## src/common/cart_params.svh

```systemverilog
`ifndef CART_PARAMS_SVH
`define CART_PARAMS_SVH

// cpu side of the cartridge bus.
`define CART_ADDR_W 24
`define CART_DATA_W 8

// memory side, one ROM word is 16 bits wide.
`define ROM_ADDR_W 24
`define BSRAM_ADDR_W 20

// highest bank of the MSU window, mirrored again with bank bit 7 set.
`define MSU_BANK_LIMIT 8'h3f

// first of eight MSU registers, taken from the 16-bit bank offset.
`define MSU_BASE 16'h2000

`endif

```

## src/common/cart_bus_pkg.sv

```systemverilog
`include "cart_params.svh"

package cart_bus_pkg;

  // loROM splits the offset at a15, each bank maps 32 KB of ROM.
  typedef struct packed {
    logic [7:0]                bank;
    logic                      a15;
    logic [`CART_ADDR_W-10:0]  offset;
  } lorom_addr_t;

  // hiROM uses the whole 64 KB of a bank.
  typedef struct packed {
    logic [7:0]                bank;
    logic [`CART_ADDR_W-9:0]   offset;
  } hirom_addr_t;

  // one cpu address, read through either mapping.
  typedef union packed {
    lorom_addr_t lorom;
    hirom_addr_t hirom;
  } cart_addr_u;

endpackage

```

## src/common/msu_pkg.sv

```systemverilog
package msu_pkg;

  // register offsets inside the MSU window.
  localparam logic [2:0] MSU_REG_STATUS   = 3'd0;
  localparam logic [2:0] MSU_REG_TRACK_LO = 3'd4;
  localparam logic [2:0] MSU_REG_TRACK_HI = 3'd5;
  localparam logic [2:0] MSU_REG_VOLUME   = 3'd6;
  localparam logic [2:0] MSU_REG_CONTROL  = 3'd7;

  // status byte layout.
  localparam int MSU_ST_BUSY    = 6;
  localparam int MSU_ST_REPEAT  = 5;
  localparam int MSU_ST_PLAYING = 4;
  localparam int MSU_ST_MISSING = 3;

  localparam logic [2:0] MSU_REVISION = 3'd1;

  // identification string, first character is read at offset 2.
  localparam logic [47:0] MSU_ID = "S-MSU1";

endpackage

```

## src/common/cpu_bus_if.sv

```systemverilog
`timescale 1ns/1ps
`include "cart_params.svh"

interface cpu_bus_if
  import cart_bus_pkg::*;
();

  cart_addr_u              addr;
  logic                    rd_n;
  logic                    wr_n;
  logic [`CART_DATA_W-1:0] wdata;
  logic                    cyc_ce;  // the cycle completes on the edge where this is high.

  modport target (
    input addr,
    input rd_n,
    input wr_n,
    input wdata,
    input cyc_ce
  );

endinterface

```

## src/hw/cart_map_top.sv

```systemverilog
`timescale 1ns/1ps
`include "cart_params.svh"

module cart_map_top (
  input  logic                     mclk,
  input  logic                     rst_n,
  input  logic                     sysclkf_ce,
  input  logic [`CART_ADDR_W-1:0]  ca,
  input  logic                     cpurd_n,
  input  logic                     cpuwr_n,
  input  logic [`CART_DATA_W-1:0]  cpu_do,
  input  logic [7:0]               map_ctrl,
  input  logic [`ROM_ADDR_W-1:0]   rom_mask,
  input  logic [`BSRAM_ADDR_W-1:0] bsram_mask,
  input  logic [15:0]              rom_q,
  input  logic [7:0]               bsram_q,
  input  logic                     msu_enable,
  input  logic                     msu_track_mounting,
  input  logic                     msu_track_missing,
  input  logic                     msu_audio_stop,
  output logic [`CART_DATA_W-1:0]  cpu_di,
  output logic [`ROM_ADDR_W-1:0]   rom_addr,
  output logic                     rom_ce_n,
  output logic                     rom_oe_n,
  output logic [`BSRAM_ADDR_W-1:0] bsram_addr,
  output logic [7:0]               bsram_d,
  output logic                     bsram_ce_n,
  output logic                     bsram_oe_n,
  output logic                     bsram_we_n,
  output logic [15:0]              msu_track_num,
  output logic                     msu_track_request,
  output logic [7:0]               msu_volume,
  output logic                     msu_audio_repeat,
  output logic                     msu_audio_playing
);

  logic [`CART_DATA_W-1:0] map_do;
  logic [`CART_DATA_W-1:0] msu_do;
  logic                    msu_sel;

  cpu_bus_if bus ();

  assign bus.addr   = ca;
  assign bus.rd_n   = cpurd_n;
  assign bus.wr_n   = cpuwr_n;
  assign bus.wdata  = cpu_do;
  assign bus.cyc_ce = sysclkf_ce;

  lhrom_map u_map (
    .mclk       (mclk),
    .rst_n      (rst_n),
    .bus        (bus.target),
    .map_ctrl   (map_ctrl),
    .rom_mask   (rom_mask),
    .bsram_mask (bsram_mask),
    .rom_q      (rom_q),
    .bsram_q    (bsram_q),
    .rom_addr   (rom_addr),
    .rom_ce_n   (rom_ce_n),
    .rom_oe_n   (rom_oe_n),
    .bsram_addr (bsram_addr),
    .bsram_d    (bsram_d),
    .bsram_ce_n (bsram_ce_n),
    .bsram_oe_n (bsram_oe_n),
    .bsram_we_n (bsram_we_n),
    .map_do     (map_do)
  );

  msu_regs u_msu (
    .mclk           (mclk),
    .rst_n          (rst_n),
    .bus            (bus.target),
    .enable         (msu_enable),
    .track_mounting (msu_track_mounting),
    .track_missing  (msu_track_missing),
    .audio_stop     (msu_audio_stop),
    .msu_do         (msu_do),
    .msu_sel        (msu_sel),
    .track_num      (msu_track_num),
    .track_request  (msu_track_request),
    .volume         (msu_volume),
    .audio_repeat   (msu_audio_repeat),
    .audio_playing  (msu_audio_playing)
  );

  // the MSU window shadows whatever the mapper returns there.
  assign cpu_di = msu_sel ? msu_do : map_do;

endmodule

```

## src/lhrom/lhrom_map.sv

```systemverilog
`timescale 1ns/1ps
`include "cart_params.svh"

module lhrom_map
  import cart_bus_pkg::*;
(
  input  logic                     mclk,
  input  logic                     rst_n,
  cpu_bus_if.target                bus,
  input  logic [7:0]               map_ctrl,
  input  logic [`ROM_ADDR_W-1:0]   rom_mask,
  input  logic [`BSRAM_ADDR_W-1:0] bsram_mask,
  input  logic [15:0]              rom_q,
  input  logic [7:0]               bsram_q,
  output logic [`ROM_ADDR_W-1:0]   rom_addr,
  output logic                     rom_ce_n,
  output logic                     rom_oe_n,
  output logic [`BSRAM_ADDR_W-1:0] bsram_addr,
  output logic [7:0]               bsram_d,
  output logic                     bsram_ce_n,
  output logic                     bsram_oe_n,
  output logic                     bsram_we_n,
  output logic [`CART_DATA_W-1:0]  map_do
);

  cart_addr_u                 a;
  logic                       hirom;
  logic [7:0]                 bank;
  logic                       wram_bank;
  logic                       bsram_hit;
  logic                       rom_hit;
  logic                       rd;
  logic                       wr;
  logic [`ROM_ADDR_W-1:0]     rom_addr_nx;
  logic [`BSRAM_ADDR_W-1:0]   bsram_addr_nx;

  assign a     = bus.addr;
  assign hirom = map_ctrl[0];
  assign bank  = a.lorom.bank;
  assign rd    = !bus.rd_n;
  assign wr    = !bus.wr_n;

  // banks 7E and 7F belong to the console work RAM.
  assign wram_bank = (bank[7:1] == 7'b0111111);

  always_comb begin
    bsram_hit = 1'b0;
    if (bsram_mask != '0) begin
      if (hirom) begin
        // 20-3F and A0-BF, offsets 6000-7FFF.
        bsram_hit = (bank[6:5] == 2'b01) && (a.hirom.offset[15:13] == 3'b011);
      end else begin
        // 70-7D and F0-FD, lower half of the bank.
        bsram_hit = (bank[6:4] == 3'b111) && (bank[3:1] != 3'b111) && !a.lorom.a15;
      end
    end
  end

  assign rom_hit = !bsram_hit && !wram_bank && (a.lorom.a15 || bank[6]);

  always_comb begin
    if (hirom) begin
      rom_addr_nx   = {{(`ROM_ADDR_W-22){1'b0}}, bank[5:0], a.hirom.offset};
      bsram_addr_nx = {{(`BSRAM_ADDR_W-18){1'b0}}, bank[4:0], a.hirom.offset[12:0]};
    end else begin
      rom_addr_nx   = {{(`ROM_ADDR_W-22){1'b0}}, bank[6:0], a.lorom.offset};
      bsram_addr_nx = {{(`BSRAM_ADDR_W-19){1'b0}}, bank[3:0], a.lorom.offset};
    end
  end

  // strobes hold the decode of the last completed cycle.
  always_ff @(posedge mclk) begin
    if (!rst_n) begin
      rom_addr   <= '0;
      rom_ce_n   <= 1'b1;
      rom_oe_n   <= 1'b1;
      bsram_addr <= '0;
      bsram_d    <= '0;
      bsram_ce_n <= 1'b1;
      bsram_oe_n <= 1'b1;
      bsram_we_n <= 1'b1;
    end else if (bus.cyc_ce) begin
      rom_ce_n   <= !(rom_hit && rd);  // ROM is read only.
      rom_oe_n   <= !(rom_hit && rd);
      bsram_ce_n <= !(bsram_hit && (rd || wr));
      bsram_oe_n <= !(bsram_hit && rd);
      bsram_we_n <= !(bsram_hit && wr);
      if (rom_hit && rd) begin
        rom_addr <= rom_addr_nx & rom_mask;
      end
      if (bsram_hit && (rd || wr)) begin
        bsram_addr <= bsram_addr_nx & bsram_mask;
      end
      if (bsram_hit && wr) begin
        bsram_d <= bus.wdata;
      end
    end
  end

  always_comb begin
    if (!rom_oe_n) begin
      map_do = rom_addr[0] ? rom_q[15:8] : rom_q[7:0];  // odd bytes sit in the high half.
    end else if (!bsram_oe_n) begin
      map_do = bsram_q;
    end else begin
      map_do = '0;
    end
  end

endmodule

```

## src/msu/msu_regs.sv

```systemverilog
`timescale 1ns/1ps
`include "cart_params.svh"

module msu_regs
  import msu_pkg::*;
(
  input  logic                    mclk,
  input  logic                    rst_n,
  cpu_bus_if.target               bus,
  input  logic                    enable,
  input  logic                    track_mounting,
  input  logic                    track_missing,
  input  logic                    audio_stop,
  output logic [`CART_DATA_W-1:0] msu_do,
  output logic                    msu_sel,
  output logic [15:0]             track_num,
  output logic                    track_request,
  output logic [7:0]              volume,
  output logic                    audio_repeat,
  output logic                    audio_playing
);

  logic [7:0]  bank;
  logic [15:0] offset;
  logic [2:0]  reg_off;
  logic        in_window;
  logic        wr_cyc;
  logic [7:0]  status;

  assign bank    = bus.addr.hirom.bank;
  assign offset  = bus.addr.hirom.offset;
  assign reg_off = offset[2:0];

  // system area banks only, both halves of the map.
  assign in_window = enable && ({1'b0, bank[6:0]} <= `MSU_BANK_LIMIT) &&
                     ((offset >> 3) == (`MSU_BASE >> 3));

  assign wr_cyc = bus.cyc_ce && in_window && !bus.wr_n;

  always_ff @(posedge mclk) begin
    if (!rst_n) begin
      track_num     <= '0;
      volume        <= '0;
      track_request <= 1'b0;
      audio_playing <= 1'b0;
      audio_repeat  <= 1'b0;
    end else begin
      track_request <= 1'b0;
      if (audio_stop) begin
        audio_playing <= 1'b0;  // a control write below takes priority.
      end
      if (wr_cyc) begin
        case (reg_off)
          MSU_REG_TRACK_LO: track_num[7:0] <= bus.wdata;
          MSU_REG_TRACK_HI: begin
            track_num[15:8] <= bus.wdata;
            track_request   <= 1'b1;
            audio_playing   <= 1'b0;  // a new track starts stopped.
          end
          MSU_REG_VOLUME: volume <= bus.wdata;
          MSU_REG_CONTROL: begin
            audio_playing <= bus.wdata[0];
            audio_repeat  <= bus.wdata[1];
          end
          default: ;
        endcase
      end
    end
  end

  always_comb begin
    status                 = '0;
    status[MSU_ST_BUSY]    = track_mounting;
    status[MSU_ST_REPEAT]  = audio_repeat;
    status[MSU_ST_PLAYING] = audio_playing;
    status[MSU_ST_MISSING] = track_missing;
    status[2:0]            = MSU_REVISION;
  end

  assign msu_sel = in_window && !bus.rd_n;

  always_comb begin
    if (reg_off == MSU_REG_STATUS) begin
      msu_do = status;
    end else if (reg_off >= 3'd2) begin
      msu_do = MSU_ID[8 * (3'd7 - reg_off) +: 8];
    end else begin
      msu_do = '0;  // the audio data port is not present.
    end
  end

endmodule

```

## config.mk

```make
export PLATFORM = sky130hd
export DESIGN_NAME = cart_map_top
export DESIGN_NICKNAME = d
export VERILOG_FILES = /design/src/common/cart_bus_pkg.sv /design/src/common/msu_pkg.sv /design/src/common/cpu_bus_if.sv /design/src/hw/cart_map_top.sv /design/src/lhrom/lhrom_map.sv /design/src/msu/msu_regs.sv
export VERILOG_INCLUDE_DIRS = /design/src /design/src/common
export SDC_FILE = /design/constraint.sdc
export NUM_CORES = 1
export LEC_CHECK = 0
export BUFFER_PORTS_ARGS = -buffer_cell sky130_fd_sc_hd__buf_2
export CAP_MARGIN = 10
export CELL_PAD_IN_SITES_DETAIL_PLACEMENT = 1
export CELL_PAD_IN_SITES_GLOBAL_PLACEMENT = 1
export CORE_MARGIN = 5
export CORE_UTILIZATION = 31
export DETAILED_ROUTE_END_ITERATION = 7
export PLACE_DENSITY_LB_ADDON = 0.08
export SYNTH_ARGS = -nofsm -noshare
export SYNTH_HDL_FRONTEND = slang
export SYNTH_SLANG_ARGS = --single-unit
```

## constraint.sdc

```tcl
create_clock -name mclk -period 2.04 [get_ports mclk]
set_input_delay 0.102 -clock mclk [delete_from_list [all_inputs] [get_ports mclk]]
set_output_delay 0.102 -clock mclk [all_outputs]
set_load 0.02 [all_outputs]
```

# Yosys cells after proc, flatten, opt, wreduce, memory -nomap -nowiden
# Cells that the tools add are included.
# op_classes
addsub	1
magnitude_cmp	2
eq_ne	10
shift	1
muxes	14
bitwise	2
n_reduce_logical	35
# ops
cell	n
8-bit two-way mux	6
48-bit by 33-bit variable part select with 8-bit output (first input constant)	1
22-bit by 24-bit AND with 24-bit output	1
22-bit two-way mux	1
19-bit by 20-bit AND with 20-bit output	1
20-bit nonzero test	1
19-bit two-way mux	1
2-bit AND reduction	8
3-bit == test (second input constant)	5
1-bit logical AND	14
13-bit by 11-bit == test with 1-bit output (second input constant)	1
1-bit zero test	9
7-bit by 6-bit == test with 1-bit output (second input constant)	1
7-bit by 6-bit <= comparator with 1-bit output (second input constant)	1
1-bit two-way mux	5
3-bit by 3-bit subtractor with 4-bit output (first input constant)	1
3-bit by 2-bit == test with 1-bit output (second input constant)	1
3-bit by 2-bit >= comparator with 1-bit output (second input constant)	1
3-bit zero test	1
3-bit inequality test (second input constant)	1
2-bit by 1-bit == test with 1-bit output (second input constant)	1
1-bit logical OR	2
1-bit case mux with 2 select lines	1
# totals
register_bits	83

# Longest topological paths before layout
# depth
depth_word	10
mapped_depth	8
ltp_nobuf	5

# By module
# From an unflattened synthesis, not the netlist that was laid out.
# hier_totals
cells_unflattened	439
area_unflattened_um2	4052.6
# by_module_without_submodules
module	n_inst	cells_per_inst	area_per_inst_um2	seq_area_each_um2
lhrom_map	1	295	2640.0	1061.0
msu_regs	1	135	1281.2	540.5
cart_map_top	1	9	131.4	0.0

# Worst setup path before layout
# OpenSTA, ideal clock, no wires.
# synth_path
kind	input port to output port
start	in ca[22]
end	out cpu_di[6]
t_arrival_ns	1.651
setup_slack_ns	0.287
path_stages	6
n_path_buf	3
cell_sequence	or3b_1 > buf_6 > or3_1 > clkbuf_1 > clkbuf_1 > a21oi_1
# synth_via
elab_chain_cells	5
# synth_rtl
item	line	source
start, declared	cart_map_top.sv:8	input logic [`CART_ADDR_W-1:0] ca,
7-bit by 6-bit <= comparator with 1-bit output (no source line)	--	
1-bit logical AND (2 in a row)	msu_regs.sv:35	assign in_window = enable && ({1'b0, bank[6:0]} <= `MSU_BANK_LIMIT) &&
1-bit logical AND	msu_regs.sv:80	assign msu_sel = in_window && !bus.rd_n;
8-bit two-way mux	cart_map_top.sv:87	assign cpu_di = msu_sel ? msu_do : map_do;
end, declared	cart_map_top.sv:21	output logic [`CART_DATA_W-1:0] cpu_di,
# No other way between the ends.

# Worst setup path in the final report
# layout_path
start	in ca[9]
end	out cpu_di[6]
# layout_via
elab_chain_cells	4
# layout_rtl
item	line	source
13-bit by 11-bit == test with 1-bit output	msu_regs.sv:36	((offset >> 3) == (`MSU_BASE >> 3));
1-bit logical AND	msu_regs.sv:35	
1-bit logical AND	msu_regs.sv:80	
8-bit two-way mux	cart_map_top.sv:87	
# No other way between the ends.

==> results by stage <==
STA:
- The max-slew violation count is 0.
- Setup repair after global routing left no endpoint under its margin.
- The worst path meets setup with between 0.2 and 0.25 ns of slack.
- The worst-margin pin slew is 0.621 ns.
- The final total negative setup slack is 0 ns.
- The highest achievable clock rate is 548 MHz.
- Measured against its own limit, the worst slew margin works out to approximately three fifths.
- Setup violations remaining at the end of the flow were counted as 0.
- The period utilization is between 80% and 90%.
- The minimum clock period is 1.83 ns.
- Clock skew on the completed layout was measured at 0 ns.
- The hold violation total from the final report is 0.

Yosys:
- The average footprint of a synthesized cell is around 8.7 µm².
- In the synthesized netlist the dominant register cell turns out to be sky130_fd_sc_hd__dfxtp_1.
- The proportion of netlist area held by the largest area contributor is a little over two fifths.
- The leading area contributor after synthesis is sky130_fd_sc_hd__dfxtp_1.
- Counting flops with an async set or reset pin after synthesis yields a share of 0%.
- The post-synthesis cell count is approximately 440.
- Counting flops with a built-in enable in the synthesized netlist gives 0.
- The combined area of all synthesized cells is 3850 µm².
- During synthesis, Yosys emitted a total of 0 warnings.
- The number of distinct standard cells referenced by the synthesized netlist is 43.
- Ranked by total cell area, the synthesized netlist is headed by sky130_fd_sc_hd__dfxtp_1 (42%), sky130_fd_sc_hd__mux2i_1 (16%), sky130_fd_sc_hd__nand3_1 (8.5%), sky130_fd_sc_hd__nand2_1 (6.6%), sky130_fd_sc_hd__o21ai_0 (3.3%).
- The flip-flop and latch count after synthesis is 80.
- The sequential element share of the synthesized area is around two fifths.

Clock network:
- Clock tree synthesis inserted a total of 9 buffers.
- The clock latency on the worst-skew pair is about 0.34 ns.
- The number of buffers inserted to repair setup after CTS is 0.
- The clock root buffer is sky130_fd_sc_hd__clkbuf_16.
- The clock drives 80 sinks.
- The quantity of gates resized following cts is 0.
- Counting along the longest clock path gives a buffer depth of 2.
- The deepest level of the CTS H-tree is 3.
- The number of buffers added to fix hold violations after cts is 0.
- Clock-pin slew was measured on the worst setup and hold paths at about 0.06 ns.
- The CTS tree is yes.

Worst setup path:
- The slack of the worst reg-to-reg path is about 0.97 ns.
- The delay of the slowest critical-path stage is 0.48 ns.
- The kind of critical path is in2out.
- The data required time of the worst path is slightly below 2 ns.
- The launch point of the worst path is ca[9].
- The worst-path cell with the longest stage delay is sky130_fd_sc_hd__or3_1.
- In this run the critical register-to-register path is captured at u_map.rom_ce_n$_SDFFE_PN1P_.
- Measured in cells, the most critical reg-to-reg path has a length of 3.
- Of all nets on the critical path, the largest fanout is 11.
- Traced cell by cell, the critical path runs through buf_2 -> nor4_4 -> nand3_4 -> or3_1 -> buf_4 -> a21oi_1 -> buf_2.
- The worst setup path is captured at an output pin.
- The element type at the critical path start is a primary input.
- The critical path ends at cpu_di[6].
- Data arrives at the worst endpoint at between 1.5 and 2 ns.
- The worst register-to-register path begins at u_map.rom_ce_n$_SDFFE_PN1P_.
- The most frequent cell on the critical path is sky130_fd_sc_hd__buf_2.

Routing:
- The first TritonRoute pass finished after 4 iterations.
- The DRC violation total after the first TritonRoute iteration is around 130.
- The number of routed nets with antenna violations is 0.
- Summing over every cut layer, the via total after detailed routing is between 3k and 4k.
- Wires add up to roughly 13,000 µm.
- Dividing the detail-routed wire length by the instance count gives approximately 16 µm.
- The remaining design rule violation count is 0.
- Using the TritonRoute via totals, the vias-per-cell ratio works out to approximately 4.8.

Placed design:
- The placement-stage worst setup slack is 0.127 ns.
- The number of buffer cells added on primary ports is ~200.
- The wire-length estimate of the detail-placed layout is roughly 10,000 µm.
- At the end of routability-driven placement, the weighted congestion stood at between 0.7 and 0.8.
- The placed instances occupy a cell area of around 5100 µm².

Power:
- The total power of the final layout is about 4100 µW.
- The power density over the cells is between 700 and 800 nW/µm².
- The leakage power figure is 0.00257 µW.
- The maximum vdd ir drop is 0.337 mV.
- The power dissipated by switching net loads is roughly 900 µW.
- The switching power share of the total is between 20% and 30%.
- The part of the total power dissipated in combinational logic is roughly a tenth.
- Of the total power, registers draw approximately two fifths.
- The share of total power in the clock network is a little over 50%.
- The internal portion of the total power is between 3000 and 4000 µW.

Floorplanning:
- The region available for standard cell placement spans 12,100 µm².
- The die covers about 15,000 µm².
- The floorplan step set the die width to approximately 120 µm.
- ~210 I/O pins were placed.
- For this configuration, the core starts out at a cell density of between 30% and 40%.
- The floorplan step set the die height to between 100 and 150 µm.
- The row count is 40.

Final layout:
- The final antenna diode count is 0.
- Fill cells in the final layout number roughly 1.5k.
- The multi-input combinational cells in the finished layout cover a total of approximately 2100 µm².
- Registers take roughly 1600 µm².
- The layout overhead on the synthesized area is 41.5%.
- Of the cells placed in the final design, the portion with a size suffix greater than 1 is around 38%.
- The layout net count is around 750.
- The core occupancy in the finished layout is between 40% and 50%.
- Once layout is done, the placed cells without fillers occupy approximately 5400 µm².

Global routing:
- Global routing consumed, over all layers together, between 10% and 20% of the routing resources.
- Entering global routing, the biggest net connects 43 pins.
- The first-pass GRT wire length is 20,700 µm.
- The global-route congestion overflow total is 0.
- The via count of the first global-routing pass is roughly 4.0k.
- The number of antenna violations at the first check in global routing is 1.

Outcome:
- The flow ran to the end, and the final reports show no timing, DRC or antenna violations.

Job:
- The max-capacitance violation count is 0.

Worst hold path:
- The class of the most critical hold timing path is in2reg.
- The beginning of the worst hold path is rom_mask[18].
[Yosys cell counts, drive strengths merged (2+ instances only)]
cell type,instances
o21ai,35
nor3,2
nand3,66
nor4,10
or3,2
mux2i,63
buf,17
nor2b,19
a21oi,12
nor3b,2
or3b,3
inv,8
o22ai,2
or2,3
clkbuf,19
nand2b,3
nand2,68
dfxtp,80
nor2,15
[state kept, by name, indices dropped and copies added, names as in the netlist]
| name | count |
|---|---|
| u_map.bsram_we_n | 1 |
| u_msu.audio_repeat | 1 |
| u_msu.track_num | 16 |
| u_map.bsram_ce_n | 1 |
| u_msu.track_request | 1 |
| u_msu.audio_playing | 1 |
| u_map.bsram_d | 8 |
| u_msu.volume | 8 |
| u_map.rom_addr | 22 |
| u_map.bsram_oe_n | 1 |
| u_map.bsram_addr | 19 |
| u_map.rom_ce_n | 1 |
[cell type report]
type	count	area share [%]
clock inverters	6	2.85
clock buffers	10	4.21
flip-flops and latches	80	29.4
repair buffers	215	21.4
well taps	168	3.86
multi-input cells	321	37.7
inverters	8	0.552
[placed cells by master, fill, tap and decap left out, drive strengths merged, types with 3 or more instances in the layout]
cell type	count
buf	215
dfxtp	80
nand2	68
nand3	66
mux2i	63
o21ai	35
nor2b	19
nor2	15
a21oi	12
clkbuf	10
nor4	10
inv	8
bufinv	5
nand2b	3
conb	3
or3b	3
or2	3
[metal layers]
layer  track usage (%)  up-vias  routed length [µm]
met5                 0        -                   7
li1                  -     1922                   -
met2              29.8      117                6290
met1              21.5     1797                5630
met4              4.62        2                 119
met3              6.48       10                1090
[power groups by stage]
stage                     sequential [µW]  combinational [µW]  clock (µW)
after detailed placement             1620                 423           0
after global routing                 1590                 464        2200
final                                1590                 420        2090
after floorplan                      1640                 193           0
after CTS                            1590                 426        2140
after global placement               1620                 415           0
[metrics by stage]
stage / hold slack (ns) / instances
after floorplan: 0.238 / 445
after global placement: 0.364 / 792
after detailed placement: 0.375 / 792
after CTS: 0.0128 / 808
after global routing: 0.0325 / 808
final: 0.0227 / 808
[logic make-up after synthesis]
logic type             share of synthesized area [%]
AOI/OAI and AO/OA                               8.49
buffers and inverters                           5.63
DFF                                             41.6
muxes                                           16.7
other                                         0.0975
and+or+nand+nor                                 27.5
[critical path: cells and delay by family]
kind	cells	cell delay, ns
compound gates	1	0.14
simple gates	3	0.95
buf+inv	3	0.53
[worst min-delay path by stage]
stage | to | slack [ns] | cells past startpoint
2_1_floorplan | u_map.bsram_addr[18]$_SDFFE_PN0P_ | 0.24 | 2
3_3_place_gp | u_map.rom_addr[17]$_SDFFE_PN0P_ | 0.36 | 3
3_5_place_dp | u_map.rom_addr[18]$_SDFFE_PN0P_ | 0.37 | 3
4_1_cts | u_map.rom_addr[18]$_SDFFE_PN0P_ | 0.01 | 3
5_1_grt | u_map.rom_addr[20]$_SDFFE_PN0P_ | 0.03 | 3
6_report | u_map.rom_addr[18]$_SDFFE_PN0P_ | 0.02 | 3
(Power assumes the default switching activity.)
